<file path="config.mk">
export PLATFORM = sky130hd
export DESIGN_NAME = ex_cluster
export DESIGN_NICKNAME = d
export VERILOG_FILES = /design/src/source/riscv_pkg.sv /design/src/source/forward_unit.sv /design/src/source/execute.sv /design/src/source/mem_stage.sv /design/src/source/ex_cluster.sv
export SDC_FILE = /design/constraint.sdc
export NUM_CORES = 2
export LEC_CHECK = 0
export BUFFER_PORTS_ARGS = -buffer_cell sky130_fd_sc_hd__clkbuf_2
export CAP_MARGIN = 20
export CORE_MARGIN = 10
export CORE_UTILIZATION = 40
export CTS_CLUSTER_DIAMETER = 80
export DETAILED_ROUTE_END_ITERATION = 6
export PLACE_DENSITY = 0.65
export SYNTH_ARGS = -nofsm -noshare
export SYNTH_HDL_FRONTEND = slang
export SYNTH_SLANG_ARGS = --single-unit
</file>
<file path="constraint.sdc">
create_clock -name clk_i -period 16.8 [get_ports clk_i]
set_input_delay 1.68 -clock clk_i [delete_from_list [all_inputs] [get_ports clk_i]]
set_output_delay 1.68 -clock clk_i [all_outputs]
set_load 0.005 [all_outputs]
</file>
<file path="src/source/riscv_pkg.sv">
// RV32I execute cluster package with sizes, operation encodings and pipeline stage structs
package riscv_pkg;

localparam int XLEN = 32;
localparam int REG_AW = 5;
localparam int CSR_AW = 12;
localparam int SHAMT_W = $clog2(XLEN);

// word-addressed local data memory
localparam int DMEM_WORDS = 16;
localparam int DMEM_AW = $clog2(DMEM_WORDS);

// no compressed instructions so the return address is always pc + 4
localparam logic [XLEN-1:0] PC_STEP = 32'd4;

typedef enum logic [1:0] {
    OPER1_RS1,
    OPER1_PC,
    OPER1_ZERO,
    OPER1_CSR_IMM
} alu_oper1_src_t;

typedef enum logic [2:0] {
    OPER2_RS2,
    OPER2_IMM,
    OPER2_PC_INC,
    OPER2_CSR,
    OPER2_ZERO
} alu_oper2_src_t;

// compare operations leave their answer in bit 0
typedef enum logic [3:0] {
    ADD, SUB,
    SEQ, SNEQ,
    SLT, SGE,
    SLTU, SGEU,
    XOR, OR, AND,
    SLL, SRL, SRA
} alu_oper_t;

typedef enum logic [1:0] {
    BNJ_NONE,
    BNJ_JAL,
    BNJ_JALR,
    BNJ_BRANCH
} bnj_oper_t;

typedef enum logic [1:0] {
    MEM_NOP,
    MEM_LW,
    MEM_SW
} mem_oper_t;

typedef enum logic [1:0] {
    NO_TRAP,
    ILLEGAL_INSTR,
    ECALL,
    BREAKPOINT
} exc_t;

// decoded instruction as it enters EX
typedef struct packed {
    logic [XLEN-1:0]   pc;
    logic [XLEN-1:0]   imm;
    logic [XLEN-1:0]   csr_rdata;
    alu_oper1_src_t    alu_oper1_src;
    alu_oper2_src_t    alu_oper2_src;
    alu_oper_t         alu_oper;
    bnj_oper_t         bnj_oper;
    logic              is_csr;
    logic              instr_valid;
    mem_oper_t         mem_oper;
    logic [CSR_AW-1:0] csr_waddr;
    logic              csr_we;
    exc_t              trap;
    logic              write_rd;
    logic [REG_AW-1:0] rd_addr;
    logic [REG_AW-1:0] rs1_addr;
    logic [REG_AW-1:0] rs2_addr;
} id_ex_t;

// also reused for the MEM1/MEM2 register
typedef struct packed {
    logic [XLEN-1:0]   result;
    logic [XLEN-1:0]   store_data;
    mem_oper_t         mem_oper;
    logic [XLEN-1:0]   pc;
    exc_t              trap;
    logic              instr_valid;
    logic              write_rd;
    logic [REG_AW-1:0] rd_addr;
} ex_mem_t;

typedef struct packed {
    logic              we;
    logic [CSR_AW-1:0] addr;
    logic [XLEN-1:0]   wdata;
} csr_wr_t;

typedef struct packed {
    logic              valid;
    logic              write_rd;
    logic [REG_AW-1:0] rd_addr;
    logic [XLEN-1:0]   rd_data;
    logic [XLEN-1:0]   pc;
    exc_t              trap;
} wb_t;

// one-hot select with the nearest stage first
typedef struct packed {
    logic ex_mem1;
    logic mem1_mem2;
    logic mem2_wb;
} fwd_sel_t;

endpackage : riscv_pkg

</file>
<file path="src/source/forward_unit.sv">
// forwarding unit matching EX source registers against in-flight destinations
`timescale 1ns/1ps

module forward_unit (
    input  riscv_pkg::id_ex_t                id_ex_i,
    input  riscv_pkg::ex_mem_t               ex_mem_i,
    input  logic                             mem1_mem2_write_rd_i,
    input  logic [riscv_pkg::REG_AW-1:0]     mem1_mem2_rd_addr_i,
    input  logic                             mem1_mem2_load_i,
    input  logic                             mem2_wb_write_rd_i,
    input  logic [riscv_pkg::REG_AW-1:0]     mem2_wb_rd_addr_i,
    output riscv_pkg::fwd_sel_t              fwd_rs1_o,
    output riscv_pkg::fwd_sel_t              fwd_rs2_o
);

import riscv_pkg::*;

// a stage can forward only if it writes rd with a value already known
logic ex_mem1_wr;
logic mem1_mem2_wr;
logic mem2_wb_wr;

// bit 2 is EX/MEM1, bit 0 is MEM2/WB
logic [2:0] rs1_hit;
logic [2:0] rs2_hit;

function automatic logic hit(input logic wr, input logic [REG_AW-1:0] rd,
                             input logic [REG_AW-1:0] rs);
    return wr && (rd != '0) && (rd == rs);
endfunction

function automatic fwd_sel_t encode(input logic [2:0] hits);
    fwd_sel_t sel;
    sel = '0;
    if (hits[2])
        sel.ex_mem1 = 1'b1;
    else if (hits[1])
        sel.mem1_mem2 = 1'b1;
    else if (hits[0])
        sel.mem2_wb = 1'b1;
    return sel;
endfunction

// load data is not ready before MEM2/WB
assign ex_mem1_wr = ex_mem_i.instr_valid && ex_mem_i.write_rd && (ex_mem_i.mem_oper != MEM_LW);
assign mem1_mem2_wr = mem1_mem2_write_rd_i && !mem1_mem2_load_i;
assign mem2_wb_wr = mem2_wb_write_rd_i;

assign rs1_hit = {hit(ex_mem1_wr, ex_mem_i.rd_addr, id_ex_i.rs1_addr),
                  hit(mem1_mem2_wr, mem1_mem2_rd_addr_i, id_ex_i.rs1_addr),
                  hit(mem2_wb_wr, mem2_wb_rd_addr_i, id_ex_i.rs1_addr)};

assign rs2_hit = {hit(ex_mem1_wr, ex_mem_i.rd_addr, id_ex_i.rs2_addr),
                  hit(mem1_mem2_wr, mem1_mem2_rd_addr_i, id_ex_i.rs2_addr),
                  hit(mem2_wb_wr, mem2_wb_rd_addr_i, id_ex_i.rs2_addr)};

assign fwd_rs1_o = encode(rs1_hit);
assign fwd_rs2_o = encode(rs2_hit);

endmodule : forward_unit

</file>
<file path="src/source/execute.sv">
// execute stage with operand forwarding, ALU, branch/jump decision and the EX/MEM1 register
`timescale 1ns/1ps

module execute (
    input  logic                            clk_i,
    input  logic                            rstn_i,

    input  riscv_pkg::id_ex_t               id_ex_i,
    input  logic [riscv_pkg::XLEN-1:0]      rs1_data_i,
    input  logic [riscv_pkg::XLEN-1:0]      rs2_data_i,

    // forwarding selects and the data behind them
    input  riscv_pkg::fwd_sel_t             fwd_rs1_i,
    input  riscv_pkg::fwd_sel_t             fwd_rs2_i,
    input  logic [riscv_pkg::XLEN-1:0]      fwd_ex_mem1_data_i,
    input  logic [riscv_pkg::XLEN-1:0]      fwd_mem1_mem2_data_i,
    input  logic [riscv_pkg::XLEN-1:0]      fwd_mem2_wb_data_i,

    input  logic                            stall_i,
    input  logic                            flush_i,

    output riscv_pkg::ex_mem_t              ex_mem_o,
    output riscv_pkg::csr_wr_t              csr_wr_o,

    // redirect in the same cycle as the instruction
    output logic                            new_pc_en_o,
    output logic [riscv_pkg::XLEN-1:0]      branch_target_o
);

import riscv_pkg::*;

// freshest register values
logic [XLEN-1:0] rs1_data;
logic [XLEN-1:0] rs2_data;

logic [XLEN-1:0] operand1;
logic [XLEN-1:0] operand2;
logic [XLEN-1:0] alu_result;
logic [SHAMT_W-1:0] shamt;

ex_mem_t ex_mem_q;
csr_wr_t csr_wr_q;

function automatic logic [XLEN-1:0] pick(input fwd_sel_t sel,
                                         input logic [XLEN-1:0] reg_val,
                                         input logic [XLEN-1:0] ex_mem1_val,
                                         input logic [XLEN-1:0] mem1_mem2_val,
                                         input logic [XLEN-1:0] mem2_wb_val);
    logic [XLEN-1:0] val;
    val = reg_val;
    if (sel.ex_mem1)
        val = ex_mem1_val;
    else if (sel.mem1_mem2)
        val = mem1_mem2_val;
    else if (sel.mem2_wb)
        val = mem2_wb_val;
    return val;
endfunction

assign rs1_data = pick(fwd_rs1_i, rs1_data_i, fwd_ex_mem1_data_i,
                       fwd_mem1_mem2_data_i, fwd_mem2_wb_data_i);
assign rs2_data = pick(fwd_rs2_i, rs2_data_i, fwd_ex_mem1_data_i,
                       fwd_mem1_mem2_data_i, fwd_mem2_wb_data_i);

always_comb
begin : oper1_mux
    unique case (id_ex_i.alu_oper1_src)
        OPER1_RS1:     operand1 = rs1_data;
        OPER1_PC:      operand1 = id_ex_i.pc;
        OPER1_ZERO:    operand1 = '0;
        OPER1_CSR_IMM: operand1 = id_ex_i.imm;
        default:       operand1 = rs1_data;
    endcase
end

always_comb
begin : oper2_mux
    unique case (id_ex_i.alu_oper2_src)
        OPER2_RS2:    operand2 = rs2_data;
        OPER2_IMM:    operand2 = id_ex_i.imm;
        // link address for JAL/JALR
        OPER2_PC_INC: operand2 = PC_STEP;
        OPER2_CSR:    operand2 = id_ex_i.csr_rdata;
        OPER2_ZERO:   operand2 = '0;
        default:      operand2 = rs2_data;
    endcase
end

assign shamt = operand2[SHAMT_W-1:0];

always_comb
begin : alu
    unique case (id_ex_i.alu_oper)
        ADD:     alu_result = operand1 + operand2;
        SUB:     alu_result = operand1 - operand2;
        SEQ:     alu_result = XLEN'(operand1 == operand2);
        SNEQ:    alu_result = XLEN'(operand1 != operand2);
        SLT:     alu_result = XLEN'($signed(operand1) < $signed(operand2));
        SGE:     alu_result = XLEN'($signed(operand1) >= $signed(operand2));
        SLTU:    alu_result = XLEN'(operand1 < operand2);
        SGEU:    alu_result = XLEN'(operand1 >= operand2);
        XOR:     alu_result = operand1 ^ operand2;
        OR:      alu_result = operand1 | operand2;
        AND:     alu_result = operand1 & operand2;
        SLL:     alu_result = operand1 << shamt;
        SRL:     alu_result = operand1 >> shamt;
        SRA:     alu_result = $signed(operand1) >>> shamt;
        default: alu_result = operand1 + operand2;
    endcase
end

// branches use a compare op, so bit 0 is the taken flag
always_comb
begin : bnj
    new_pc_en_o = 1'b0;
    branch_target_o = id_ex_i.pc + id_ex_i.imm;
    unique case (id_ex_i.bnj_oper)
        BNJ_JAL:
            new_pc_en_o = id_ex_i.instr_valid;
        BNJ_JALR:
        begin
            new_pc_en_o = id_ex_i.instr_valid;
            branch_target_o = rs1_data + id_ex_i.imm;
        end
        BNJ_BRANCH:
            new_pc_en_o = id_ex_i.instr_valid && alu_result[0];
        default:
            new_pc_en_o = 1'b0;
    endcase
end

always_ff @(posedge clk_i, negedge rstn_i)
begin : ex_mem_reg
    if (!rstn_i)
    begin
        ex_mem_q <= '0;
        csr_wr_q <= '0;
    end
    else if (!stall_i)
    begin
        // rd value for CSR reads is the old CSR contents
        ex_mem_q.result <= id_ex_i.is_csr ? id_ex_i.csr_rdata : alu_result;
        ex_mem_q.store_data <= rs2_data;
        ex_mem_q.pc <= id_ex_i.pc;
        ex_mem_q.rd_addr <= id_ex_i.rd_addr;
        csr_wr_q.addr <= id_ex_i.csr_waddr;
        csr_wr_q.wdata <= alu_result;

        if (flush_i)
        begin
            // turn the instruction in EX into a bubble
            ex_mem_q.instr_valid <= 1'b0;
            ex_mem_q.write_rd <= 1'b0;
            ex_mem_q.mem_oper <= MEM_NOP;
            ex_mem_q.trap <= NO_TRAP;
            csr_wr_q.we <= 1'b0;
        end
        else
        begin
            ex_mem_q.instr_valid <= id_ex_i.instr_valid;
            ex_mem_q.write_rd <= id_ex_i.write_rd;
            ex_mem_q.mem_oper <= id_ex_i.mem_oper;
            ex_mem_q.trap <= id_ex_i.trap;
            csr_wr_q.we <= id_ex_i.csr_we && id_ex_i.instr_valid;
        end
    end
end

assign ex_mem_o = ex_mem_q;
assign csr_wr_o = csr_wr_q;

// data muxing above relies on forward_unit giving exclusive selects
a_fwd_exclusive: assert property (@(posedge clk_i) disable iff (!rstn_i)
    id_ex_i.instr_valid |-> ($onehot0(fwd_rs1_i) && $onehot0(fwd_rs2_i)))
else
    $error("execute: several forwarding selects active");

endmodule : execute

</file>
<file path="src/source/mem_stage.sv">
// memory stages holding the local data memory and the MEM1/MEM2 and MEM2/WB registers
`timescale 1ns/1ps

module mem_stage (
    input  logic                 clk_i,
    input  logic                 rstn_i,
    input  logic                 stall_i,
    input  riscv_pkg::ex_mem_t   ex_mem_i,
    output riscv_pkg::ex_mem_t   mem1_mem2_o,
    output riscv_pkg::wb_t       wb_o
);

import riscv_pkg::*;

logic [XLEN-1:0] dmem [DMEM_WORDS];
logic [DMEM_AW-1:0] addr;
logic store_en;

ex_mem_t mem1_mem2_q;
logic [XLEN-1:0] load_data_q;
wb_t wb_q;

// word address taken from result bits above the byte offset
assign addr = ex_mem_i.result[DMEM_AW+1:2];
assign store_en = ex_mem_i.instr_valid && (ex_mem_i.mem_oper == MEM_SW) && !stall_i;

always_ff @(posedge clk_i, negedge rstn_i)
begin : dmem_write
    if (!rstn_i)
        dmem <= '{default: '0};
    else if (store_en)
        dmem[addr] <= ex_mem_i.store_data;
end

always_ff @(posedge clk_i, negedge rstn_i)
begin : mem1_mem2_reg
    if (!rstn_i)
        mem1_mem2_q <= '0;
    else if (!stall_i)
    begin
        mem1_mem2_q <= ex_mem_i;
        // bubbles and stores never write rd
        mem1_mem2_q.write_rd <= ex_mem_i.instr_valid && ex_mem_i.write_rd
                                && (ex_mem_i.mem_oper != MEM_SW);
    end
end

// asynchronous read captured at the MEM1/MEM2 edge
always_ff @(posedge clk_i)
begin : load_capture
    if (!stall_i && (ex_mem_i.mem_oper == MEM_LW))
        load_data_q <= dmem[addr];
end

always_ff @(posedge clk_i, negedge rstn_i)
begin : mem2_wb_reg
    if (!rstn_i)
        wb_q <= '0;
    else if (!stall_i)
    begin
        wb_q.valid <= mem1_mem2_q.instr_valid;
        wb_q.write_rd <= mem1_mem2_q.write_rd;
        wb_q.rd_addr <= mem1_mem2_q.rd_addr;
        wb_q.rd_data <= (mem1_mem2_q.mem_oper == MEM_LW) ? load_data_q : mem1_mem2_q.result;
        wb_q.pc <= mem1_mem2_q.pc;
        wb_q.trap <= mem1_mem2_q.trap;
    end
end

assign mem1_mem2_o = mem1_mem2_q;
assign wb_o = wb_q;

// faulting instructions never reach memory
a_mem_no_trap: assert property (@(posedge clk_i) disable iff (!rstn_i)
    (ex_mem_i.instr_valid && (ex_mem_i.mem_oper != MEM_NOP)) |-> (ex_mem_i.trap == NO_TRAP))
else
    $error("mem_stage: memory access with trap %0d", ex_mem_i.trap);

endmodule : mem_stage

</file>
<file path="src/source/ex_cluster.sv">
// execute cluster top level joining execute, forwarding unit and the memory stages
`timescale 1ns/1ps

module ex_cluster (
    input  logic                          clk_i,
    input  logic                          rstn_i,
    input  riscv_pkg::id_ex_t             id_ex_i,
    input  logic [riscv_pkg::XLEN-1:0]    rs1_data_i,
    input  logic [riscv_pkg::XLEN-1:0]    rs2_data_i,
    input  logic                          stall_i,
    input  logic                          flush_i,
    output logic                          new_pc_en_o,
    output logic [riscv_pkg::XLEN-1:0]    branch_target_o,
    output riscv_pkg::csr_wr_t            csr_wr_o,
    output riscv_pkg::wb_t                wb_o
);

import riscv_pkg::*;

ex_mem_t ex_mem;
ex_mem_t mem1_mem2;
fwd_sel_t fwd_rs1;
fwd_sel_t fwd_rs2;
logic mem1_mem2_load;

assign mem1_mem2_load = (mem1_mem2.mem_oper == MEM_LW);

execute execute_inst (
    .clk_i                (clk_i),
    .rstn_i               (rstn_i),
    .id_ex_i              (id_ex_i),
    .rs1_data_i           (rs1_data_i),
    .rs2_data_i           (rs2_data_i),
    .fwd_rs1_i            (fwd_rs1),
    .fwd_rs2_i            (fwd_rs2),
    .fwd_ex_mem1_data_i   (ex_mem.result),
    .fwd_mem1_mem2_data_i (mem1_mem2.result),
    .fwd_mem2_wb_data_i   (wb_o.rd_data),
    .stall_i              (stall_i),
    .flush_i              (flush_i),
    .ex_mem_o             (ex_mem),
    .csr_wr_o             (csr_wr_o),
    .new_pc_en_o          (new_pc_en_o),
    .branch_target_o      (branch_target_o)
);

forward_unit forward_unit_inst (
    .id_ex_i              (id_ex_i),
    .ex_mem_i             (ex_mem),
    .mem1_mem2_write_rd_i (mem1_mem2.write_rd),
    .mem1_mem2_rd_addr_i  (mem1_mem2.rd_addr),
    .mem1_mem2_load_i     (mem1_mem2_load),
    .mem2_wb_write_rd_i   (wb_o.write_rd),
    .mem2_wb_rd_addr_i    (wb_o.rd_addr),
    .fwd_rs1_o            (fwd_rs1),
    .fwd_rs2_o            (fwd_rs2)
);

mem_stage mem_stage_inst (
    .clk_i       (clk_i),
    .rstn_i      (rstn_i),
    .stall_i     (stall_i),
    .ex_mem_i    (ex_mem),
    .mem1_mem2_o (mem1_mem2),
    .wb_o        (wb_o)
);

endmodule : ex_cluster

</file>
==> key figures <==
Run status
  • Status: finished with violations
  • Failing checks: design-rule violations

Timing
  • Final setup fails: 0
  • Pins Over Slew Limit: 0
  • Clock period minus worst slack: 10.87 ns
  • Slew Limit Headroom: 0.104
  • Layout Skew: about 0.055 ns
  • Fmax: 92.0 MHz
  • Setup TNS: 0 ns
  • Final hold viol count: 0
  • Fin crit share: 0.647
  • RSZ-0062 raised after global routing: no
  • Worst Slack Setup Final: between 5 and 6 ns
  • Least-Margin Pin Slew: about 1.3 ns

Synth
  • YS warnings: 0
  • Average size of a mapped cell: between 10 and 15 sq um
  • Post-synthesis xor/xnor area fraction: 0.0116
  • Synth top area share: 0.403
  • Syn Std Cell Area: ~50000 sq um
  • Syn_nets: a little under 5000
  • Leading area contributor after synthesis: dfrtp_1
  • Ys flop type: dfrtp_1
  • Most frequent cells after synthesis: dfrtp_1, mux2_2, nand2_1, nor2_1, a21oi_1
  • Post-Synth Simple-Gate Area: 0.0835
  • Synth Register Bits: roughly 840
  • Area share of fa/ha/maj cells after synthesis: 0.0337
  • Count of cell types in the netlist: 115
  • Synth area leaders: dfrtp_1, mux2_2, mux4_2, mux2i_1, ha_1
  • Post-synthesis mux area share: 0.258
  • Seq/Total Area, Yosys: 0.422
  • Cells after Synth: 4587
  • Compound-Gate Fraction of Synth Area: 0.150
  • Largest family of logic cells by synthesized area: multiplexers
  • Most common cell in the synthesized netlist: dfrtp_1
  • Number of synthesized flops with an enable pin: 32
  • Async SR Flop Fraction: 0.962

Routing
  • DR vias: roughly 42000
  • Post-route ant nets: 0
  • 1st-iter DRT viols: about 5600
  • # DRC: 6
  • Drt wl/cell: between 30 and 40 um
  • Final WL: 226000 um
  • Drt first pass iters: 7
  • Post-DR vias/cell: ~6.4

Critical path
  • Crit Path Class: in2out
  • R2R cell count: 24
  • Reg2reg end: execute_inst.csr_wr_o[31]
  • Worst EP arrival: a little over 9 ns
  • Worst reg-to-reg setup slack: approximately 8.5 ns
  • CP max FO: 38
  • Startpoint types: input pin
  • Setup crit end kind: primary output
  • FF-to-FF Start: mem_stage_inst.mem1_mem2_o[1]
  • CP required: between 15 and 20 ns

GRT
  • GRT Resource Usage Total: 0.310
  • Largest net degree at the start of global routing: about 180
  • Vias in the first global route: approximately 40000
  • Initial antenna violation count: 31
  • Global-route wire length before repair: approximately 320000 um
  • Total gr overflow: 0

Placed design
  • Placed Instance Area: between 50000 and 60000 sq um
  • Post-DP HPWL: between 150000 and 200000 um
  • Placer congestion estimate: 1.09
  • PortBufs: 360
  • Dpl ws: roughly 6.4 ns

Clock network
  • Clock Sink Count: between 800 and 900
  • CTS buffer count: 94
  • Clk root buf: clkbuf_16
  • Clock slew at reported path FFs: around 0.060 ns
  • Post-CTS Resized: 0
  • CTS tree: yes
  • CTS Hold Bufs: 0
  • CTS max path bufs: 3
  • Maximum level of the CTS H-tree: 3
  • Worst-Skew Late Latency: approximately 0.73 ns
  • Postcts setup bufs: 0

Layout
  • Final instance area: 57000 sq um
  • Layout cells sized above 1: 0.325
  • Area growth from synthesis to layout: 13.1%
  • Fillers: between 10000 and 15000
  • Area of the multi-input gates: approximately 27000 sq um
  • Final-stage net count: 5124
  • Register Area: 21300 sq um

Power
  • Sequential share of power: 0.397
  • Leak: 25.8 nW
  • Gate power share: 0.261
  • Pwr dens: approximately 110 nW/um^2
  • Clk pwr share: 0.343
  • Net Sw Power: 2.22 mW
  • Total power: around 6.3 mW
  • Sw frac: 0.351
  • Power Internal: 4.09 mW
  • Max VDD drop: just over 0.00008 V

Die
  • Core Area: 125000 sq um
  • Io pins: between 300 and 400
  • Row count: 130
  • Die ar.: between 100000 and 150000 sq um
  • Starting density of the core: 0.402
  • Die X: roughly 370 um
  • Die Span Y: roughly 370 um

Min path
  • Worst Hold End: mem_stage_inst.dmem[129]
  • WHS Path Cells: 2
  • Worst min path class: reg2reg
  • HP Start: mem_stage_inst.dmem[129]

Run
  • Max Cap Violations: 0
## layout make-up
cell class	count	share of cell area
multi-input cells	3252	0.478
clock inverters	48	0.0108
repair buffers	464	0.0464
inverters	124	0.00834
flip-flops and latches	844	0.373
well taps	1650	0.0362
clock buffers	129	0.0465
diodes	13	0.000571
## worst max-delay path, stage by stage
cell and delay, ns:
clkbuf_2 0.09, buf_4 0.48, clkinv_1 0.80, nand2_1 0.92, o221a_2 0.33, o21ai_1 0.24, inv_1 0.17, ha_1 0.50
and3b_1 0.32, o2bb2ai_1 0.27, o41a_1 0.48, a31oi_1 0.57, o31ai_1 0.11, o21ai_0 0.67, a21boi_0 0.26, o31a_1 0.34
o2111ai_1 0.18, nand4_1 0.29, a32o_1 0.34, clkbuf_2 0.11
## cell families (layout without fill, tap and decap cells)
group | Yosys count | in the layout
compound gates | 1127 | 1127
flops | 844 | 844
fa+ha+maj | 134 | 134
simple gates | 913 | 913
mux | 1011 | 1011
xor+xnor | 67 | 67
buf+inv | 491 | 765
other cells | 0 | 13
## power groups by stage
stage                     Clock (mW)  Combinational (mW)  Sequential, mW
after detailed placement           0                1.59            2.53
final                           2.16                1.64            2.50
after CTS                       2.19                1.60            2.49
after global placement             0                1.59            2.52
after global routing            2.27                1.72            2.52
after floorplan                    0               0.964            2.40
## how the worst max path moves through the flow
stage / start / end / slack [ns] / depth (start not counted)
CTS: id_ex_i[44] / new_pc_en_o / 6.39 / 20
global route: id_ex_i[6] / new_pc_en_o / 5.80 / 21
global placement: id_ex_i[44] / new_pc_en_o / 6.50 / 20
floorplan: id_ex_i[0] / new_pc_en_o / 8.54 / 23
detailed placement: id_ex_i[44] / new_pc_en_o / 6.39 / 20
finish: id_ex_i[44] / new_pc_en_o / 5.93 / 20
## per-layer routing
layer / wire [um] / GRT usage / vias up
li1: - / - / 17531
met1: 90400 / 0.408 / 21324
met2: 94700 / 0.452 / 2581
met3: 24600 / 0.0900 / 574
met4: 15800 / 0.182 / 22
met5: 131 / 0 / -
## layout by cell type (no fill, tap or decap), types with 17 or more instances in the layout
cell	n
mux4_2	160
nand2_1	289
clkbuf_2	358
ha_1	130
mux2i_1	182
o21bai_1	21
xnor2_1	53
edfxtp_1	32
a21o_1	49
nor4_1	37
nand2b_1	24
or3_1	18
o21a_1	25
buf_4	98
a311oi_1	22
clkbuf_8	17
and3_1	20
o22ai_1	42
a211o_1	17
clkbuf_1	18
dfrtp_1	808
a221oi_1	19
o31ai_1	17
a31oi_1	37
clkinv_2	18
nor2_1	272
a21oi_1	266
a211oi_1	59
and2_1	20
a2bb2oi_1	18
o21ai_1	39
o221ai_1	24
o21ai_0	231
clkbuf_16	94
nor3_1	46
nand3_1	90
inv_1	107
o211ai_1	47
mux2_2	664
## sequential cells by signal (all words and copies together) (netlist names)
register                    flops
execute_inst.ex_mem_o         107
mem_stage_inst.load_data_q     32
execute_inst.csr_wr_o          45
mem_stage_inst.dmem           512
mem_stage_inst.mem1_mem2_o     75
mem_stage_inst.wb_o            73
## per-stage QoR
| stage | hold slack [ns] | utilization | std cells |
|---|---|---|---|
| floorplan | 0.445 | - | 4587 |
| global placement | 0.457 | 0.428 | 6330 |
| detailed placement | 0.465 | 0.428 | 6332 |
| CTS | 0.481 | 0.454 | 6509 |
| global route | 0.493 | 0.454 | 6511 |
| finish | 0.474 | 0.455 | 6524 |
(Power assumes the default switching activity.)
